==> config.mk <==
export PLATFORM = sky130hd
export DESIGN_NAME = cpu_core
export DESIGN_NICKNAME = d
export VERILOG_FILES = /design/src/cpu_pkg.sv /design/src/cpu_fetch.sv /design/src/cpu_registers.sv /design/src/cpu_execute.sv /design/src/cpu_core.sv
export SDC_FILE = /design/constraint.sdc
export NUM_CORES = 2
export LEC_CHECK = 0
export BUFFER_PORTS_ARGS = -buffer_cell sky130_fd_sc_hd__clkbuf_2
export CAP_MARGIN = 20
export CORE_MARGIN = 8
export CORE_UTILIZATION = 30
export DETAILED_ROUTE_END_ITERATION = 6
export PLACE_DENSITY_LB_ADDON = 0.25
export RECOVER_POWER = 25
export SETUP_SLACK_MARGIN = 0.2
export SLEW_MARGIN = 10
export SYNTH_ARGS = -nofsm -noshare
export SYNTH_HDL_FRONTEND = slang
export SYNTH_HIERARCHICAL = 1
export SYNTH_SLANG_ARGS = --single-unit
==> constraint.sdc <==
create_clock -name i_clock -period 36.9 [get_ports i_clock]
set_clock_uncertainty 0.15 [all_clocks]
set_input_delay 7.38 -clock i_clock [delete_from_list [all_inputs] [get_ports i_clock]]
set_output_delay 7.38 -clock i_clock [all_outputs]
set_load 0.02 [all_outputs]
==> src/cpu_pkg.sv <==
package cpu_pkg;

        // tags count up by one and wrap, so a change is all a receiver looks for
        localparam int TAG_WIDTH = 4;

        localparam int REG_COUNT = 32;

        // x2 starts one word below the top of the data region
        localparam logic [31:0] SP_RESET = 32'h1000_03fc;

        // strobes must be this many cycles apart for the writeback to land in time
        localparam int MIN_STROBE_GAP = 3;

        typedef enum logic [6:0] {
                OPC_OP     = 7'b0110011,
                OPC_OP_IMM = 7'b0010011,
                OPC_LUI    = 7'b0110111
        } opcode_e;

        typedef enum logic [2:0] {
                ALU_ADD,
                ALU_SUB,
                ALU_XOR,
                ALU_OR,
                ALU_AND,
                ALU_SLT,
                ALU_LUI
        } alu_op_e;

        // the fetch record carries new content whenever its tag changes
        typedef struct packed {
                logic [31:0]          instruction;
                logic [TAG_WIDTH-1:0] tag;
        } fetch_data_t;

        // writeback record from execute back into the register file
        typedef struct packed {
                logic [31:0]          rd;
                logic [4:0]           inst_rd;
                logic [TAG_WIDTH-1:0] tag;
        } memory_data_t;

endpackage

==> src/cpu_fetch.sv <==
`timescale 1ns/1ps

module cpu_fetch (
        input  logic                i_clock,
        input  logic                i_reset,
        input  logic                i_instr_strobe,
        input  logic [31:0]         i_instruction,
        output cpu_pkg::fetch_data_t o_fetch_data
);

        typedef logic [$clog2(cpu_pkg::MIN_STROBE_GAP + 1) - 1:0] gap_count_t;

        logic [31:0]                   instruction;
        logic [cpu_pkg::TAG_WIDTH-1:0] tag;
        gap_count_t                    gap_count;

        assign o_fetch_data.instruction = instruction;
        assign o_fetch_data.tag = tag;

        always_ff @(posedge i_clock, posedge i_reset) begin
                if (i_reset) begin
                        tag <= '0;
                        // the first strobe after reset is always allowed
                        gap_count <= gap_count_t'(cpu_pkg::MIN_STROBE_GAP);
                end else begin
                        if (i_instr_strobe) begin
                                tag <= tag + 1'b1;
                                gap_count <= gap_count_t'(1);
                        end else if (gap_count < cpu_pkg::MIN_STROBE_GAP) begin
                                // saturates once the gap is long enough
                                gap_count <= gap_count + 1'b1;
                        end
                end
        end

        always_ff @(posedge i_clock) begin
                if (i_instr_strobe) begin
                        instruction <= i_instruction;
                end
        end

        // a closer strobe would read its operands before the previous result is written
        a_strobe_gap: assert property (
                @(posedge i_clock) disable iff (i_reset)
                i_instr_strobe |-> gap_count >= cpu_pkg::MIN_STROBE_GAP
        ) else $error("instruction strobes closer than %0d cycles",
                      cpu_pkg::MIN_STROBE_GAP);

endmodule

==> src/cpu_registers.sv <==
`timescale 1ns/1ps

module cpu_registers (
        input  logic                  i_reset,
        input  logic                  i_clock,
        input  cpu_pkg::fetch_data_t  i_fetch_data,
        output logic [31:0]           o_rs1,
        output logic [31:0]           o_rs2,
        input  cpu_pkg::memory_data_t i_memory_data
);

        logic [31:0]                   regs [cpu_pkg::REG_COUNT];
        logic [31:0]                   rs1;
        logic [31:0]                   rs2;
        logic [cpu_pkg::TAG_WIDTH-1:0] read_tag;
        logic [cpu_pkg::TAG_WIDTH-1:0] write_tag;
        logic [4:0]                    inst_rs1;
        logic [4:0]                    inst_rs2;
        logic                          read_req;
        logic                          write_req;

        assign inst_rs1 = i_fetch_data.instruction[19:15];
        assign inst_rs2 = i_fetch_data.instruction[24:20];

        assign read_req = i_fetch_data.tag != read_tag;
        assign write_req = i_memory_data.tag != write_tag;

        assign o_rs1 = rs1;
        assign o_rs2 = rs2;

        always_ff @(posedge i_clock, posedge i_reset) begin
                if (i_reset) begin
                        rs1 <= '0;
                        rs2 <= '0;
                        read_tag <= '0;
                        write_tag <= '0;
                        for (int i = 0; i < cpu_pkg::REG_COUNT; i++) begin
                                regs[i] <= (i == 2) ? cpu_pkg::SP_RESET : 32'h0;
                        end
                end else begin
                        if (read_req) begin
                                // x0 is hardwired to zero whatever was written to it
                                rs1 <= (inst_rs1 != 5'd0) ? regs[inst_rs1] : 32'h0;
                                rs2 <= (inst_rs2 != 5'd0) ? regs[inst_rs2] : 32'h0;
                                read_tag <= i_fetch_data.tag;
                        end
                        if (write_req) begin
                                regs[i_memory_data.inst_rd] <= i_memory_data.rd;
                                write_tag <= i_memory_data.tag;
                        end
                end
        end

        // a skipped tag value would mean execute issued a writeback this block never saw
        a_write_tag_step: assert property (
                @(posedge i_clock) disable iff (i_reset)
                write_req |-> i_memory_data.tag == write_tag + 1'b1
        ) else $error("writeback tag jumped from %0h to %0h",
                      write_tag, i_memory_data.tag);

endmodule

==> src/cpu_execute.sv <==
`timescale 1ns/1ps

module cpu_execute (
        input  logic                  i_clock,
        input  logic                  i_reset,
        input  cpu_pkg::fetch_data_t  i_fetch_data,
        input  logic [31:0]           i_rs1,
        input  logic [31:0]           i_rs2,
        output cpu_pkg::memory_data_t o_memory_data,
        output logic                  o_result_valid,
        output logic [31:0]           o_result,
        output logic [4:0]            o_result_rd,
        output logic                  o_illegal
);

        logic [31:0]                   inst;
        logic                          fetch_req;
        logic [cpu_pkg::TAG_WIDTH-1:0] seen_tag;
        logic [cpu_pkg::TAG_WIDTH-1:0] wb_tag;
        logic                          result_valid;
        logic                          illegal;
        logic [31:0]                   result;
        logic [4:0]                    result_rd;

        logic                          dec_legal;
        cpu_pkg::opcode_e              dec_opcode;
        cpu_pkg::alu_op_e              dec_alu_op;

        logic                          pend_valid;
        logic                          pend_legal;
        cpu_pkg::opcode_e              pend_opcode;
        cpu_pkg::alu_op_e              pend_alu_op;
        logic [31:0]                   pend_imm_i;
        logic [19:0]                   pend_imm_u;
        logic [4:0]                    pend_rd;

        logic [31:0]                   alu_b;
        logic [31:0]                   alu_result;

        assign inst = i_fetch_data.instruction;
        assign fetch_req = i_fetch_data.tag != seen_tag;

        always_comb begin
                dec_legal = 1'b1;
                dec_opcode = cpu_pkg::OPC_OP;
                dec_alu_op = cpu_pkg::ALU_ADD;
                case (inst[6:0])
                cpu_pkg::OPC_OP: dec_opcode = cpu_pkg::OPC_OP;
                cpu_pkg::OPC_OP_IMM: dec_opcode = cpu_pkg::OPC_OP_IMM;
                cpu_pkg::OPC_LUI: dec_opcode = cpu_pkg::OPC_LUI;
                default: dec_legal = 1'b0;
                endcase
                // bit 30 only means sub for register operands, for addi it is immediate
                case (inst[14:12])
                3'b000: begin
                        if (dec_opcode == cpu_pkg::OPC_OP && inst[30]) begin
                                dec_alu_op = cpu_pkg::ALU_SUB;
                        end
                end
                3'b100: dec_alu_op = cpu_pkg::ALU_XOR;
                3'b110: dec_alu_op = cpu_pkg::ALU_OR;
                3'b111: dec_alu_op = cpu_pkg::ALU_AND;
                3'b010: dec_alu_op = cpu_pkg::ALU_SLT;
                default: begin
                        // shifts and sltu are not implemented
                        if (dec_opcode != cpu_pkg::OPC_LUI) begin
                                dec_legal = 1'b0;
                        end
                end
                endcase
                if (dec_opcode == cpu_pkg::OPC_LUI) begin
                        dec_alu_op = cpu_pkg::ALU_LUI;
                end
        end

        assign alu_b = (pend_opcode == cpu_pkg::OPC_OP) ? i_rs2 : pend_imm_i;

        always_comb begin
                case (pend_alu_op)
                cpu_pkg::ALU_SUB: alu_result = i_rs1 - alu_b;
                cpu_pkg::ALU_XOR: alu_result = i_rs1 ^ alu_b;
                cpu_pkg::ALU_OR: alu_result = i_rs1 | alu_b;
                cpu_pkg::ALU_AND: alu_result = i_rs1 & alu_b;
                cpu_pkg::ALU_SLT: alu_result = {31'b0, $signed(i_rs1) < $signed(alu_b)};
                cpu_pkg::ALU_LUI: alu_result = {pend_imm_u, 12'b0};
                default: alu_result = i_rs1 + alu_b;
                endcase
        end

        always_ff @(posedge i_clock, posedge i_reset) begin
                if (i_reset) begin
                        seen_tag <= '0;
                        wb_tag <= '0;
                        pend_valid <= 1'b0;
                        result_valid <= 1'b0;
                        illegal <= 1'b0;
                end else begin
                        pend_valid <= 1'b0;
                        result_valid <= 1'b0;
                        illegal <= 1'b0;
                        if (fetch_req) begin
                                seen_tag <= i_fetch_data.tag;
                                pend_valid <= 1'b1;
                        end
                        // operands arrived on the same edge as the pending fields
                        if (pend_valid) begin
                                result_valid <= pend_legal;
                                illegal <= !pend_legal;
                                if (pend_legal) begin
                                        wb_tag <= wb_tag + 1'b1;
                                end
                        end
                end
        end

        always_ff @(posedge i_clock) begin
                if (fetch_req) begin
                        pend_legal <= dec_legal;
                        pend_opcode <= dec_opcode;
                        pend_alu_op <= dec_alu_op;
                        pend_imm_i <= {{20{inst[31]}}, inst[31:20]};
                        pend_imm_u <= inst[31:12];
                        pend_rd <= inst[11:7];
                end
                if (pend_valid) begin
                        result <= alu_result;
                        result_rd <= pend_rd;
                end
        end

        assign o_result_valid = result_valid;
        assign o_illegal = illegal;
        assign o_result = result;
        assign o_result_rd = result_rd;

        assign o_memory_data.rd = result;
        assign o_memory_data.inst_rd = result_rd;
        assign o_memory_data.tag = wb_tag;

        a_result_excl: assert property (
                @(posedge i_clock) disable iff (i_reset)
                !(o_result_valid && o_illegal)
        ) else $error("result and illegal flagged in the same cycle");

        // each instruction reports once, the pulse never stretches into the next cycle
        a_result_pulse: assert property (
                @(posedge i_clock) disable iff (i_reset)
                (o_result_valid || o_illegal) |=> !(o_result_valid || o_illegal)
        ) else $error("result pulse longer than one cycle");

endmodule

==> src/cpu_core.sv <==
`timescale 1ns/1ps

module cpu_core (
        input  logic        i_clock,
        input  logic        i_reset,
        input  logic        i_instr_strobe,
        input  logic [31:0] i_instruction,
        output logic        o_result_valid,
        output logic [31:0] o_result,
        output logic [4:0]  o_result_rd,
        output logic        o_illegal
);

        cpu_pkg::fetch_data_t  fetch_data;
        cpu_pkg::memory_data_t memory_data;
        logic [31:0]           rs1;
        logic [31:0]           rs2;

        cpu_fetch u_fetch (
                .i_clock        (i_clock),
                .i_reset        (i_reset),
                .i_instr_strobe (i_instr_strobe),
                .i_instruction  (i_instruction),
                .o_fetch_data   (fetch_data)
        );

        cpu_registers u_registers (
                .i_reset        (i_reset),
                .i_clock        (i_clock),
                .i_fetch_data   (fetch_data),
                .o_rs1          (rs1),
                .o_rs2          (rs2),
                .i_memory_data  (memory_data)
        );

        cpu_execute u_execute (
                .i_clock        (i_clock),
                .i_reset        (i_reset),
                .i_fetch_data   (fetch_data),
                .i_rs1          (rs1),
                .i_rs2          (rs2),
                .o_memory_data  (memory_data),
                .o_result_valid (o_result_valid),
                .o_result       (o_result),
                .o_result_rd    (o_result_rd),
                .o_illegal      (o_illegal)
        );

endmodule

==> qor.txt <==
Status -> finished, violations left
Failing checks -> max-capacitance violations, max-slew violations
Worst Path Buf+Inv -> 5
Worst rel slew slack -> -459.3%
Syn Inst Count -> 4705
CP startpoint kind -> input pin
GPL Wtd Cong -> 0.9072
Ys flop type -> dfrtp_1
Crit path max fanout -> 173
#FFs+latches synth -> 1211
Layout Area Growth over Synthesis -> 10.98%
Post-synth EDFFs -> 100
Pwr/cell area -> 92.29 nW/um2
Syn Area/Cell -> 14.08 um2
# rows -> 172
Initial DRC count -> 4094
Fraction of registers with async set/reset -> 91.74%
Tmin final -> 9.848 ns
Clock latency on the worst-skew pair -> 0.79 ns
Die Footprint -> 236100 um2
R2r setup slk -> 27.26 ns
Max Slew Vio Count -> 1072
Largest net degree at the start of global routing -> 175
Dpl cell area -> 69110 um2
Most common cell after layout, fill and taps aside -> dfrtp_1
VDD IR-drop max -> 0.06903 mV
DRC -> 0
Largest delay contributor family on the critical path -> buffers and inverters
Number of I/O port buffers -> 73
CTS tree -> yes
HP Class -> reg -> reg
Crit path kind -> in -> async
Final Hold Fails -> 0
Die X -> 485.9 um
DP Wirelength -> 130.0 mm
Seq/Total Area, Yosys -> 46.51%
Cts repair resizes -> 0
CP Cell Sequence -> clkbuf_2 -> clkinvlp_4 -> buf_4 -> buf_12 -> buf_12
Post-CTS setup buffer count -> 0
ANT nets after route -> 0
Routed vias/inst -> 5.830
Crit-path slowest cell -> buf_4
RSZ-0062 raised after global routing -> false
Critical Path Sink -> u_registers/o_rs1[21]
Worst Setup SP -> i_reset
Max-cap violations -> 34
Chip Height -> 485.9 um
Post-Syn Area -> 66250 um2
Clk slew on worst S/H paths -> 0.06 ns
Crit Reg-Reg Startpoint -> u_fetch/instruction[20]
FMAX -> 101.5 MHz
Fin Hold WS -> 0.2786 ns
Vias in the first global route -> 44730
Top cell by count, worst path -> buf_12
CTS sink count -> 1211
Post-CTS Hold Buffers -> 0
WP data arrival -> 10.46 ns
Reg-to-Reg End -> u_registers/o_rs2[1]
Final setup vio count -> 0
Critical Path Max Stage Delay -> 0.75 ns
Drt pass-1 iters -> 5
CP Depth -> 5
Final setup TNS -> 0 ns
I/O pins -> 74
Root Buffer -> clkbuf_16
Gr ovfl total -> 0
Synth warn -> 6
Mapped Nets -> 4840
Number of H-tree levels -> 4
Total CTS buffers -> 136
Initial Util -> 30.15%
Crit path required time -> 37.51 ns
CP endpoint kind -> asynchronous set/reset pin
Leakage -> 30.53 nW
Final net count -> 4677
Vias -> 44370
Share of layout cells above drive strength 1 -> 43.19%
Final instance area -> 73530 um2
Period utilization -> 26.69%
Antenna violations before repair -> 7
Gr usage total -> 19.90%
Core area -> 219700 um2
Avg WL per Cell -> 31.64 um
Fin util -> 33.46%
Global-route wire length before repair -> 342.7 mm
Worst Tran Pin Value -> 8.389 ns
CTS Buffer Depth -> 3
Commonest non-fill, non-tap cells in the layout -> dfrtp_1 (1102), mux2_2 (1020), mux4_2 (512)
Yosys cell types -> 104
Routed wire length -> 240.7 mm
R2R cell count -> 7
## state kept, by name (all words and copies together), names as in the netlist, 4 cells and up
signal	cells
u_execute/o_result	32
u_execute/o_result_rd	5
u_execute/pend_imm_i	12
u_execute/pend_imm_u	8
u_execute/pend_rd	5
u_execute/seen_tag	4
u_execute/wb_tag	4
u_fetch/instruction	32
u_fetch/tag	4
u_registers/o_rs1	32
u_registers/o_rs2	32
u_registers/read_tag	4
u_registers/regs	1024
u_registers/write_tag	4
## worst reg2reg max path: cells and delay by family (launching register included)
family,cells,cell delay (ns)
buffers and inverters,3,6.87
and+or+nand+nor,2,1.80
AOI/OAI and AO/OA,2,0.42
DFF,1,0.34
## per-layer routing
layer	vias to the layer above	track usage [%]	routed length (um)
met5	-	0	17
met4	2	8.767	11550
met3	543	4.395	19450
met2	1954	30.64	108300
met1	24080	27.01	101400
li1	17790	-	-
## how the worst min path moves through the flow
| stage | depth (start not counted) | startpoint | to | slack (ns) |
|---|---|---|---|---|
| 3_5_place_dp | 0 | u_fetch/instruction[25] | u_execute/pend_imm_i[5] | 0.26 |
| 6_report | 0 | u_execute/pend_rd[3] | u_execute/o_result_rd[3] | 0.28 |
| 3_3_place_gp | 0 | u_execute/pend_rd[0] | u_execute/o_result_rd[0] | 0.25 |
| 5_1_grt | 0 | u_execute/pend_rd[0] | u_execute/o_result_rd[0] | 0.29 |
| 4_1_cts | 1 | u_execute/pend_legal | u_execute/o_illegal | 0.28 |
| 2_1_floorplan | 1 | u_execute/pend_legal | u_execute/o_illegal | 0.25 |
## report_power, final
part	switching [mW]	internal, mW	total [mW]
sequential	0.506	1.97	2.47
combinational	1.53	1.41	2.94
clock	0.578	0.798	1.38
## stage by stage
| step | setup slack, ns | total power [mW] | instances |
|---|---|---|---|
| final | 27.05 | 6.786 | 7610 |
| after global routing | 26.39 | 7.131 | 7608 |
| after CTS | 26.97 | 6.751 | 7600 |
| after detailed placement | 26.23 | 5.350 | 7355 |
| after global placement | 26.26 | 5.275 | 7354 |
| after floorplan | 14.26 | 4.501 | 4705 |
## cell type report
type                            instances  area, um2
Clock buffer                          200       4053
Timing Repair Buffer                  201       1401
Tap cell                             2958       3701
Multi-Input combinational cell       2878      32690
Clock inverter                         45      427.9
Inverter                              114      431.7
Fill cell                           21360     146200
Sequential cell                      1211      30820
Antenna cell                            3      7.507
## cells by family (layout without fill, tap and decap cells)
logic type	Yosys count	after routing	share of synthesized area [%]
AND/OR/NAND/NOR	493	493	3.752
adder cells (fa/ha/maj)	100	100	1.911
XOR/XNOR	24	24	0.3173
flip-flops	1211	1211	46.51
AO/OA/AOI/OAI	684	684	7.631
other	0	3	0
buffers and inverters	616	560	4.413
multiplexers	1577	1577	35.46
## Yosys cell counts (16+ instances only)
cell type / n / share of area, %
dfrtp_1: 1102 / 42
mux2_2: 1020 / 17
mux4_2: 512 / 17
clkbuf_1: 244 / 1.4
nand2_1: 200 / 1.1
buf_2: 152 / 1.1
a22oi_1: 131 / 1.5
inv_1: 109 / 0.62
edfxtp_1: 100 / 4.5
ha_1: 98 / 1.9
nor2_1: 98 / 0.56
a21oi_1: 95 / 0.72
o22ai_1: 87 / 0.82
buf_4: 72 / 0.82
nand3b_1: 66 / 0.75
a22o_1: 65 / 0.86
a311oi_1: 65 / 0.86
o21ai_0: 48 / 0.36
a21o_1: 41 / 0.46
mux2i_1: 23 / 0.35
mux2_1: 22 / 0.37
nand3_1: 19 / 0.14
xnor2_1: 17 / 0.22
a221o_1: 16 / 0.24
nand2b_1: 16 / 0.15
Power figures use the tool's default switching activity.
